**src/poly_pkg.sv**
```systemverilog
package poly_pkg;

   // Coefficient and token widths
   localparam int WORD_W = 16;
   localparam int TOKEN_W = 32;

   // Data FIFO and data RAM depth
   localparam int BUF_DEPTH = 64;
   localparam int BUF_AW = $clog2(BUF_DEPTH);

   // Slot geometry of the coefficient store
   localparam int N_SLOTS = 8;
   localparam int SLOT_W = $clog2(N_SLOTS);
   localparam int MAX_DEGREE = 10;
   // degree 10 means eleven coefficients
   localparam int SLOT_WORDS = MAX_DEGREE + 1;
   localparam int STORE_DEPTH = N_SLOTS * SLOT_WORDS;
   localparam int STORE_AW = $clog2(STORE_DEPTH);

   // Wide enough for illegal degrees too
   localparam int DEG_W = 5;

   typedef logic [WORD_W-1:0] coef_t;
   typedef logic [TOKEN_W-1:0] token_t;

endpackage

```
**src/stp_pkg.sv**
```systemverilog
package stp_pkg;

   // Store FSM states
   typedef enum logic [2:0] {
      IDLE   = 3'd0,
      CHECK  = 3'd1,
      READ   = 3'd2,
      WRITE  = 3'd3,
      REPORT = 3'd4,
      ERROR  = 3'd5
   } stp_state_t;

   // Status codes with the top bits set on errors
   typedef enum logic [7:0] {
      STAT_OK_NEW      = 8'h00,
      STAT_OK_REPLACED = 8'h01,
      STAT_BAD_DEGREE  = 8'hE0,
      STAT_UNDERFLOW   = 8'hE1
   } stat_code_t;

   // Result token fields
   localparam int RES_SLOT_LSB = 29;
   localparam int RES_IDX_LSB = 25;
   localparam int RES_IDX_W = 4;
   localparam int RES_COEF_LSB = 0;

   // Status token fields
   localparam int STAT_CODE_LSB = 24;
   localparam int STAT_SLOT_LSB = 8;
   localparam int STAT_DEG_LSB = 0;

endpackage

```
**src/ram_if.sv**
```systemverilog
`timescale 1ns/1ps

interface ram_if
   import poly_pkg::*;
#(
   parameter int AW = BUF_AW
);

   // Write port
   logic          wr_en;
   logic [AW-1:0] wr_addr;
   coef_t         wr_data;

   // Read port with q one cycle behind rd_en
   logic          rd_en;
   logic [AW-1:0] rd_addr;
   coef_t         q;

   modport writer (output wr_en, wr_addr, wr_data);
   modport reader (output rd_en, rd_addr, input q);
   // RAM side
   modport mem (input wr_en, wr_addr, wr_data, rd_en, rd_addr, output q);

endinterface

```
**src/stp_fsm.sv**
```systemverilog
`timescale 1ns/1ps

module stp_fsm
   import poly_pkg::*;
   import stp_pkg::*;
(
   input  logic              clk,
   input  logic              rst_n,
   input  logic              start_stp,
   input  logic [SLOT_W-1:0] slot,
   input  logic [DEG_W-1:0]  degree,
   input  logic [BUF_AW-1:0] load_ptr,
   ram_if.reader             data,
   ram_if.writer             store,
   input  logic              slot_valid,
   output logic              deg_wr_en,
   input  logic [BUF_AW:0]   res_free,
   input  logic              stat_full,
   output logic              res_push,
   output logic              stat_push,
   output token_t            res_token,
   output token_t            stat_token,
   output logic              done_stp
);

   stp_state_t           state;
   stp_state_t           next_state;
   // Command latched at start
   logic [SLOT_W-1:0]    slot_r;
   logic [DEG_W-1:0]     deg_r;
   stat_code_t           code_r;
   // Coefficient index within the command
   logic [RES_IDX_W-1:0] idx_r;
   // First unread word of the data RAM
   logic [BUF_AW-1:0]    rd_ptr;
   logic [BUF_AW:0]      avail;
   logic [BUF_AW:0]      need;
   logic                 bad_degree;
   logic                 underflow;
   logic [STORE_AW-1:0]  base_addr;

   // Unread words modulo depth
   assign avail = {1'b0, load_ptr - rd_ptr};
   assign need = (BUF_AW+1)'(deg_r) + (BUF_AW+1)'(1);
   assign bad_degree = deg_r > DEG_W'(MAX_DEGREE);
   assign underflow = avail < need;
   assign base_addr = STORE_AW'(slot_r) * STORE_AW'(SLOT_WORDS);

   always_comb
   begin
      next_state = state;
      case (state)
         IDLE:
            if (start_stp)
               next_state = CHECK;
         CHECK:
            // Waits for room in the output FIFOs
            if (!stat_full)
            begin
               if (bad_degree || underflow)
                  next_state = ERROR;
               else if (res_free >= need)
                  next_state = READ;
            end
         READ:
            next_state = WRITE;
         WRITE:
            if (idx_r == deg_r[RES_IDX_W-1:0])
               next_state = REPORT;
            else
               next_state = READ;
         default:
            next_state = IDLE;
      endcase
   end

   always_ff @(posedge clk)
   begin
      if (!rst_n)
      begin
         state  <= IDLE;
         idx_r  <= '0;
         rd_ptr <= '0;
      end
      else
      begin
         state <= next_state;
         if (state == IDLE)
            idx_r <= '0;
         else if (state == WRITE)
            idx_r <= idx_r + 1'b1;
         // Words consumed only on success
         if (state == REPORT)
            rd_ptr <= rd_ptr + need[BUF_AW-1:0];
      end
   end

   // Command fields and status code
   always_ff @(posedge clk)
   begin
      if (state == IDLE && start_stp)
      begin
         slot_r <= slot;
         deg_r  <= degree;
      end
      if (state == CHECK)
      begin
         if (bad_degree)
            code_r <= STAT_BAD_DEGREE;
         else if (underflow)
            code_r <= STAT_UNDERFLOW;
         else if (slot_valid)
            code_r <= STAT_OK_REPLACED;
         else
            code_r <= STAT_OK_NEW;
      end
   end

   // READ fetches and WRITE stores what came back
   assign data.rd_en   = (state == READ);
   assign data.rd_addr = rd_ptr + BUF_AW'(idx_r);
   assign store.wr_en   = (state == WRITE);
   assign store.wr_addr = base_addr + STORE_AW'(idx_r);
   assign store.wr_data = data.q;

   assign res_push  = (state == WRITE);
   assign deg_wr_en = (state == REPORT);
   assign stat_push = (state == REPORT) || (state == ERROR);
   assign done_stp  = stat_push;

   always_comb
   begin
      res_token = '0;
      res_token[RES_SLOT_LSB +: SLOT_W] = slot_r;
      res_token[RES_IDX_LSB +: RES_IDX_W] = idx_r;
      res_token[RES_COEF_LSB +: WORD_W] = data.q;
   end

   // Slot field also addresses the degree table
   always_comb
   begin
      stat_token = '0;
      stat_token[STAT_CODE_LSB +: $bits(stat_code_t)] = code_r;
      stat_token[STAT_SLOT_LSB +: SLOT_W] = slot_r;
      stat_token[STAT_DEG_LSB +: DEG_W] = deg_r;
   end

   // Stays inside the eleven words of the latched slot
   a_slot_region: assert property (@(posedge clk) disable iff (!rst_n)
      store.wr_en |-> (store.wr_addr >= base_addr)
                      && (store.wr_addr < base_addr + STORE_AW'(SLOT_WORDS)));

endmodule

```
**src/flat_wrapper.sv**
```systemverilog
// flat-port wrapper written by rule: the top's interface ports become plain ports
module stp_fsm_flat import poly_pkg::*; import stp_pkg::*;
  (clk, rst_n, start_stp, slot, degree, load_ptr, slot_valid, deg_wr_en, res_free, stat_full, res_push, stat_push, res_token, stat_token, done_stp, data_rd_en, data_rd_addr, data_q, store_wr_en, store_wr_addr, store_wr_data);
  ram_if data_i ();
  ram_if store_i ();
  input  logic clk;
  input  logic rst_n;
  input  logic start_stp;
  input  logic [SLOT_W-1:0] slot;
  input  logic [DEG_W-1:0] degree;
  input  logic [BUF_AW-1:0] load_ptr;
  input  logic slot_valid;
  output logic deg_wr_en;
  input  logic [BUF_AW:0] res_free;
  input  logic stat_full;
  output logic res_push;
  output logic stat_push;
  output token_t res_token;
  output token_t stat_token;
  output logic done_stp;
  output wire logic [$bits(data_i.rd_en)-1:0] data_rd_en;
  output wire logic [$bits(data_i.rd_addr)-1:0] data_rd_addr;
  input wire logic [$bits(data_i.q)-1:0] data_q;
  output wire logic [$bits(store_i.wr_en)-1:0] store_wr_en;
  output wire logic [$bits(store_i.wr_addr)-1:0] store_wr_addr;
  output wire logic [$bits(store_i.wr_data)-1:0] store_wr_data;
  assign data_rd_en = data_i.rd_en;
  assign data_rd_addr = data_i.rd_addr;
  assign data_i.q = data_q;
  assign store_wr_en = store_i.wr_en;
  assign store_wr_addr = store_i.wr_addr;
  assign store_wr_data = store_i.wr_data;
  stp_fsm u_core (.clk(clk), .rst_n(rst_n), .start_stp(start_stp), .slot(slot), .degree(degree), .load_ptr(load_ptr), .data(data_i), .store(store_i), .slot_valid(slot_valid), .deg_wr_en(deg_wr_en), .res_free(res_free), .stat_full(stat_full), .res_push(res_push), .stat_push(stat_push), .res_token(res_token), .stat_token(stat_token), .done_stp(done_stp));
endmodule
```
**config.mk**
```make
export PLATFORM = sky130hd
export DESIGN_NAME = stp_fsm_flat
export DESIGN_NICKNAME = d
export VERILOG_FILES = /design/src/poly_pkg.sv /design/src/stp_pkg.sv /design/src/ram_if.sv /design/src/stp_fsm.sv /design/src/flat_wrapper.sv
export SDC_FILE = /design/constraint.sdc
export NUM_CORES = 1
export LEC_CHECK = 0
export BUFFER_PORTS_ARGS = -buffer_cell sky130_fd_sc_hd__buf_2
export CORE_ASPECT_RATIO = 0.6
export CORE_MARGIN = 8
export CORE_UTILIZATION = 35
export DETAILED_ROUTE_END_ITERATION = 12
export SLEW_MARGIN = 20
export SYNTH_ARGS = -nofsm -noshare
export SYNTH_HDL_FRONTEND = slang
export SYNTH_SLANG_ARGS = --single-unit
```
**constraint.sdc**
```tcl
create_clock -name clk -period 3.95 [get_ports clk]
set_clock_uncertainty 0.2 [all_clocks]
set_input_delay 0.395 -clock clk [delete_from_list [all_inputs] [get_ports clk]]
set_output_delay 0.395 -clock clk [all_outputs]
set_load 0.1 [all_outputs]
```
==> results of run 1 <==
## final cells by class
cell class	instances	area share (%)
Multi-Input combinational cell	214	57.3
Timing Repair Buffer	62	10.9
Inverter	35	4.63
Clock buffer	4	2.78
Sequential cell	23	19.8
Tap cell	104	4.59
## metal layers
layer  vias up  GRT usage, %  part of all wire [%]
li1       1021             -                     -
met1       903          17.1                    52
met2        70          16.5                    39
met3         7          4.08                   8.8
met4         0          1.59                  0.68
met5         -             0                     0
## synthesized netlist by cell type (all sizes together), types with 2 or more instances
master / count
xnor2: 10
nand2b: 3
o21ai: 15
a21oi: 21
o31ai: 3
nand2: 18
nor2b: 7
and2: 2
edfxtp: 10
nand3: 8
nor3: 2
a21o: 7
xor2: 12
fa: 6
nor2: 10
a211oi: 3
nand4: 3
mux2i: 2
dfxtp: 13
clkbuf: 3
inv: 34
buf: 69
ha: 38
a22oi: 2
## kinds of logic (layout without fill, tap and decap cells)
group                    Yosys count  in the layout  share of synthesized area (%)
other                              1             29                          0.139
multiplexers                       2              2                          0.744
AND/OR/NAND/NOR                   59             59                           10.9
AO/OA/AOI/OAI                     58             58                           13.4
adder cells (fa/ha/maj)           44             44                           22.1
buffers and inverters            107            101                           24.7
flip-flops                        23             23                           20.8
XOR/XNOR                          22             22                           7.16
## registers in the layout, summed over array words and instances, names as in the netlist
| name | count |
|---|---|
| u_core.code_r | 2 |
| u_core.deg_r | 5 |
| u_core.idx_r | 4 |
| u_core.rd_ptr | 6 |
| u_core.slot_r | 3 |
| u_core.state | 3 |
## through the flow
step,hold WS [ps],utilization (%)
floorplan,273,-
global placement,306,37.3
detailed placement,313,37.3
CTS,105,38.4
global route,101,38.5
finish,109,38.5
## worst min-delay path by stage
stage / start / to / slack, ps / cells past startpoint
CTS: slot[2] / u_core.slot_r[2]$_DFFE_PP_ / 100 / 1
floorplan: u_core.rd_ptr[0]$_SDFFE_PN0P_ / u_core.rd_ptr[0]$_SDFFE_PN0P_ / 270 / 2
global placement: u_core.rd_ptr[0]$_SDFFE_PN0P_ / u_core.rd_ptr[0]$_SDFFE_PN0P_ / 310 / 2
global route: slot[2] / u_core.slot_r[2]$_DFFE_PP_ / 100 / 1
finish: slot[2] / u_core.slot_r[2]$_DFFE_PP_ / 110 / 1
detailed placement: u_core.rd_ptr[0]$_SDFFE_PN0P_ / u_core.rd_ptr[0]$_SDFFE_PN0P_ / 310 / 2
## power breakdown
| part | total, W | internal (W) | leakage, nW | switching, W |
|---|---|---|---|---|
| logic | 0.000655 | 0.000128 | 1.24 | 0.000528 |
| registers | 0.000298 | 0.000268 | 0.200 | 0.0000302 |
| clock network | 0.000223 | 0.000138 | 0.0382 | 0.0000849 |
| total | 0.00118 | 0.000534 | 1.48 | 0.000643 |
## worst max-delay path, cell delays in order, from the launching register on
cell and delay (ps):
edfxtp_1 460, ha_1 320, inv_1 60, fa_1 490
inv_1 70, fa_1 470, a21o_1 200, a21oi_1 230
xnor2_2 140, buf_2 440
==> results by group, run 1 <==
Run status
  – Status: completed

Floorplanning
  – Die area: 10,800 um2
  – Die Ht: 83.9 um
  – Die W: 129 um
  – Std-Cell Rows: 24
  – Core area: 7360 um2
  – Initial core utilization: 36.6%
  – Boundary Pins: 140

Layout
  – Commonest non-fill, non-tap cell in the layout: buf_2
  – Share of layout cells above drive strength 1: 21.6%
  – Area of the multi-input gates: 1620 um2
  – FILL cells: 773
  – Antenna Cells: 0
  – Non-Filler Instances: 442
  – Layout net count: 425
  – Commonest non-fill, non-tap cells in the layout: 62 x buf_2, 38 x ha_1, 34 x inv_1, 29 x conb_1, 20 x a21oi_1
  – Area delta synth->final: 5.35%
  – Post-route cell area: 2840 um2
  – FF/Latch Area: 561 um2

Clock tree
  – Clk Latency, worst-skew pair: 260 ps
  – Postcts setup bufs: 0
  – CTS H-tree depth: 1
  – Hold-fix buffers at CTS: 0
  – Post-CTS sizing: 0
  – CTS clk-pin slew, worst paths: 60 ps
  – Clock sink total: 23
  – CTS tree: done
  – Longest Clk Path Bufs: 2
  – CTS buffer count: 3
  – Clk root buf: clkbuf_16

Global routing
  – Congestion Overflow GR: 0
  – Largest net degree at the start of global routing: 20
  – First-pass GRT wire length: 10,300 um
  – Initial antenna violation count: 0
  – GRT Overall Usage: 11.8%
  – Vias in the first global route: 2,018

Power
  – Total Power: 0.00118 W
  – Leakage: 1.48 nW
  – Worst VDD drop: 0.194 mV
  – Cell Pwr Density: 415 nW/um2

STA
  – Final setup violation count: 0
  – Max Freq: 268 MHz
  – Tightest Pin Transition: 688 ps
  – Rel. slew slack: 53.9%
  – RSZ-0062 raised after global routing: false
  – Fin crit period: 3740 ps
  – Final Worst Setup Slack: 213 ps
  – Final hold viol count: 0
  – Tcrit/Tclk final: 94.6%
  – Slew Limit Fails: 0
  – Setup TNS: 0 ps

Critical path
  – FF-to-FF End: u_core.state[1]$_SDFFE_PN0P_
  – CP startpoint: u_core.slot_r[2]$_DFFE_PP_
  – CP Launch Type: flop
  – Worst Setup EP: store_wr_addr[5]
  – Reg2reg setup slack: 600 ps
  – Worst Path Class, Setup: flop to primary output
  – Data arrival time of the critical path: 3140 ps
  – R2R Path Start: u_core.rd_ptr[1]$_SDFFE_PN0P_
  – Worst Path Required: 3360 ps
  – CP Capture Type: primary output
  – Crit path max fanout: 5
  – R2R cell count: 11

Routing
  – Vias/cell: 4.53
  – Wire per inst: 14.4 um
  – Final ANT Viol Nets: 0
  – Via count: 2,001
  – Wirelength, routed: 6350 um
  – DRC viols: 0
  – 1st-iter DRT viols: 67
  – DR pass1 iterations: 4

Placement
  – Dpl ws: 479 ps
  – IO buf count: 62
  – Placer Congestion: 0.811
  – Placed Area: 2750 um2
  – DP HPWL: 5470 um
  – Dpl cells: 438

Yosys
  – Synth unique cells: 41
  – Area share of the largest cell type after synthesis: 19.0%
  – Leading area contributor after synthesis: buf_4
  – Syn Area/Cell: 8.52 um2
  – FF+latch count, synth: 23
  – Synth Flop Type: dfxtp_1
  – Post-Synthesis Cells: 316
  – Mapped cell area: 2690 um2
  – Synthesis Warnings: 0
  – Fraction of registers with async set/reset: 0%
  – Register area share after synthesis: 20.8%
  – EDFF count, synth: 10
  – Largest cells by area after synthesis: buf_4 19%, ha_1 18%, edfxtp_1 11%

Flow run
  – Maxcap violations: 0

Hold path
  – Min-delay worst type: input pin to flop
(Power assumes the default switching activity.)
==> run 2: changes to the inputs <==
CELL_PAD_IN_SITES_DETAIL_PLACEMENT = 0   (was not set)
CELL_PAD_IN_SITES_GLOBAL_PLACEMENT = 1   (was not set)
PLACE_DENSITY_LB_ADDON = 0.1   (was not set)
clock period = 4.41 ns   (was 3.95 ns; I/O delays follow)
==> run 2 against run 1 <==
  * Non-clock buffer count did not move
  * Final cell count stayed put
  * Sequential power is 10% lower
  * Routed wire length up 3.7%
  * Worst setup slack improved by 440 ps
  * Largest cell class unchanged
  * Highest routed layer unchanged
==> results by group, run 2 (synthesized netlist as in run 1, its figures left out) <==
Run status
  – Status: completed

Hold path
  – Min-delay worst type: input pin to flop

Layout
  – Layout net count: 425 (unchanged)
  – Max reg flops: 6 (unchanged)
  – Non-Filler Instances: 442 (unchanged)
  – Area delta synth->final: 4.51%
  – Largest regs: u_core.rd_ptr (6), u_core.deg_r (5), u_core.idx_r (4)
  – Antenna Cells: 0 (unchanged)
  – Commonest non-fill, non-tap cells in the layout: 62 x buf_2, 38 x ha_1, 34 x inv_1, 29 x conb_1, 20 x a21oi_1
  – Commonest non-fill, non-tap cell in the layout: buf_2
  – Share of layout cells above drive strength 1: 20.7% (-0.89 points)
  – Reg with most FFs: u_core.rd_ptr
  – FILL cells: 782 (+1.2%)

Global routing
  – Met3 Usage GRT: 3.64% (-0.45 points)
  – Largest net degree at the start of global routing: 20 (unchanged)
  – First-pass GRT wire length: 10,700 um (+4.4%)
  – Met1 Resource Use GR: 18.2% (+1.0 points)
  – Vias in the first global route: 2,080 (+3.1%)
  – GRT Overall Usage: 12.4% (+0.61 points)
  – Congestion Overflow GR: 0 (unchanged)
  – Met2 usage: 17.1% (+0.61 points)
  – Grt peak-use layer: met1
  – Initial antenna violation count: 0 (unchanged)

Clock tree
  – Longest Clk Path Bufs: 2 (unchanged)
  – CTS tree: done
  – CTS H-tree depth: 1 (unchanged)
  – Postcts setup bufs: 0 (unchanged)
  – Post-CTS sizing: 0 (unchanged)
  – CTS buffer count: 3 (unchanged)
  – CTS clk-pin slew, worst paths: 60 ps (about the same)
  – Clock sink total: 23 (unchanged)
  – Hold-fix buffers at CTS: 0 (unchanged)
  – Clk Latency, worst-skew pair: 260 ps (about the same)
  – Clk root buf: clkbuf_16

STA
  – Slew Limit Fails: 0 (unchanged)
  – Rel. slew slack: 51.9% (-2.0 points)
  – Setup TNS: 0 ps (unchanged)
  – Max Freq: 266 MHz
  – RSZ-0062 raised after global routing: false
  – Final setup violation count: 0 (unchanged)
  – Tightest Pin Transition: 718 ps (+29.7 ps)
  – Fin crit period: 3760 ps
  – Final hold viol count: 0 (unchanged)
  – Tcrit/Tclk final: 85.2%
  – Final Worst Setup Slack: 655 ps (+442 ps)

Critical path
  – Data arrival time of the critical path: 3110 ps (-30 ps)
  – Max incr delay on CP: 490 ps (about the same)
  – Worst Path Class, Setup: flop to primary output
  – Slowest CP cell: fa_1
  – Crit path max fanout: 5 (unchanged)
  – Reg2reg setup slack: 1110 ps (+510 ps)
  – CP Launch Type: flop
  – CP cell instances: ha_1 -> inv_1 -> fa_1 -> inv_1 -> fa_1 -> a21o_1 -> a21oi_1 -> xnor2_2 -> buf_2
  – CP Capture Type: primary output
  – Worst Path Required: 3770 ps (+410 ps)

Power
  – Part of the power in registers: 25.3% (about the same)
  – Switching Share: 54.7% (+0.11 points)
  – Cell Pwr Density: 374 nW/um2 (-9.8%)
  – Total Power: 0.00105 W (-11%)
  – Internal: 0.000476 W (-11%)
  – Sw Pwr: 0.000576 W (-10%)
  – Worst VDD drop: 0.162 mV (-16%)
  – Clk network pwr share: 19.2% (+0.3 points)
  – Gate power share: 55.5% (-0.2 points)
  – Leakage: 1.46 nW (-1.2%)

Routing
  – Vias/cell: 4.46 (-1.5%)
  – Wire per inst: 14.9 um (+3.7%)
  – 1st-iter DRT viols: 65 (-3.0%)
  – Final ANT Viol Nets: 0 (unchanged)
  – Via count: 1,970 (-1.5%)
  – DR pass1 iterations: 4 (unchanged)
  – DRC viols: 0 (unchanged)
  – Wirelength, routed: 6590 um (+3.7%)

Placement
  – Dpl ws: 913 ps (+434 ps)
  – Placer Congestion: 0.762 (-6.1%)
  – Dpl cells: 438 (unchanged)
  – DP HPWL: 5560 um (+1.6%)
  – IO buf count: 62 (unchanged)

Floorplanning
  – Boundary Pins: 140 (unchanged)
  – Core area: 7360 um2 (unchanged)
  – Die Ht: 83.9 um (unchanged)
  – Std-Cell Rows: 24 (unchanged)
  – Initial core utilization: 36.6% (unchanged)
  – Die area: 10,800 um2 (unchanged)
  – Die W: 129 um (unchanged)

Flow run
  – Maxcap violations: 0 (unchanged)
==> run 2: area by class of cell <==
class	count	area [um2]	area share, %
multi-input cells	214	1600	56.9
inverters	35	131	4.67
well taps	104	130	4.63
flip-flops and latches	23	561	19.9
repair buffers	62	310	11.0
clock buffers	4	78.8	2.80
==> run 2: worst paths after layout <==
check                           startpoint                            end  cells after the start
min reg2reg  u_core.rd_ptr[3]$_SDFFE_PN0P_  u_core.rd_ptr[3]$_SDFFE_PN0P_                      2
max reg2reg  u_core.rd_ptr[1]$_SDFFE_PN0P_   u_core.state[1]$_SDFFE_PN0P_                     11
min                                slot[0]     u_core.slot_r[0]$_DFFE_PP_                      1
max             u_core.slot_r[1]$_DFFE_PP_               store_wr_addr[5]                      9
==> run 2: critical path: cells and delay by family (launching register included) <==
family	cells	cell delay (ps)
buffers and inverters	3	560
XOR/XNOR	1	140
flip-flops	1	460
adder cells (fa/ha/maj)	3	1260
AO/OA/AOI/OAI	2	430
==> run 2: power groups by stage <==
stage | Combinational, W | Clock (W) | Sequential, W
after floorplan | 0.000607 | 0 | 0.000322
final | 0.000584 | 0.000202 | 0.000267
after detailed placement | 0.000586 | 0 | 0.000271
after global routing | 0.000628 | 0.000215 | 0.000271
after global placement | 0.000584 | 0 | 0.000270
after CTS | 0.000588 | 0.000208 | 0.000267
==> run 2: layer usage <==
layer,vias to the layer above,part of all wire (%)
met5,-,0
met4,0,0.97
met3,13,8.9
met2,69,37
met1,875,53
li1,1013,-
==> run 2: through the flow <==
| stage | area, um2 | util [%] | hold WS, ps |
|---|---|---|---|
| 5_1_grt | 2810 | 38.2 | 148 |
| 4_1_cts | 2800 | 38.1 | 150 |
| 3_5_place_dp | 2730 | 37.0 | 329 |
| 3_3_place_gp | 2730 | 37.0 | 317 |
| 6_report | 2810 | 38.2 | 154 |
| 2_1_floorplan | 2810 | - | 273 |
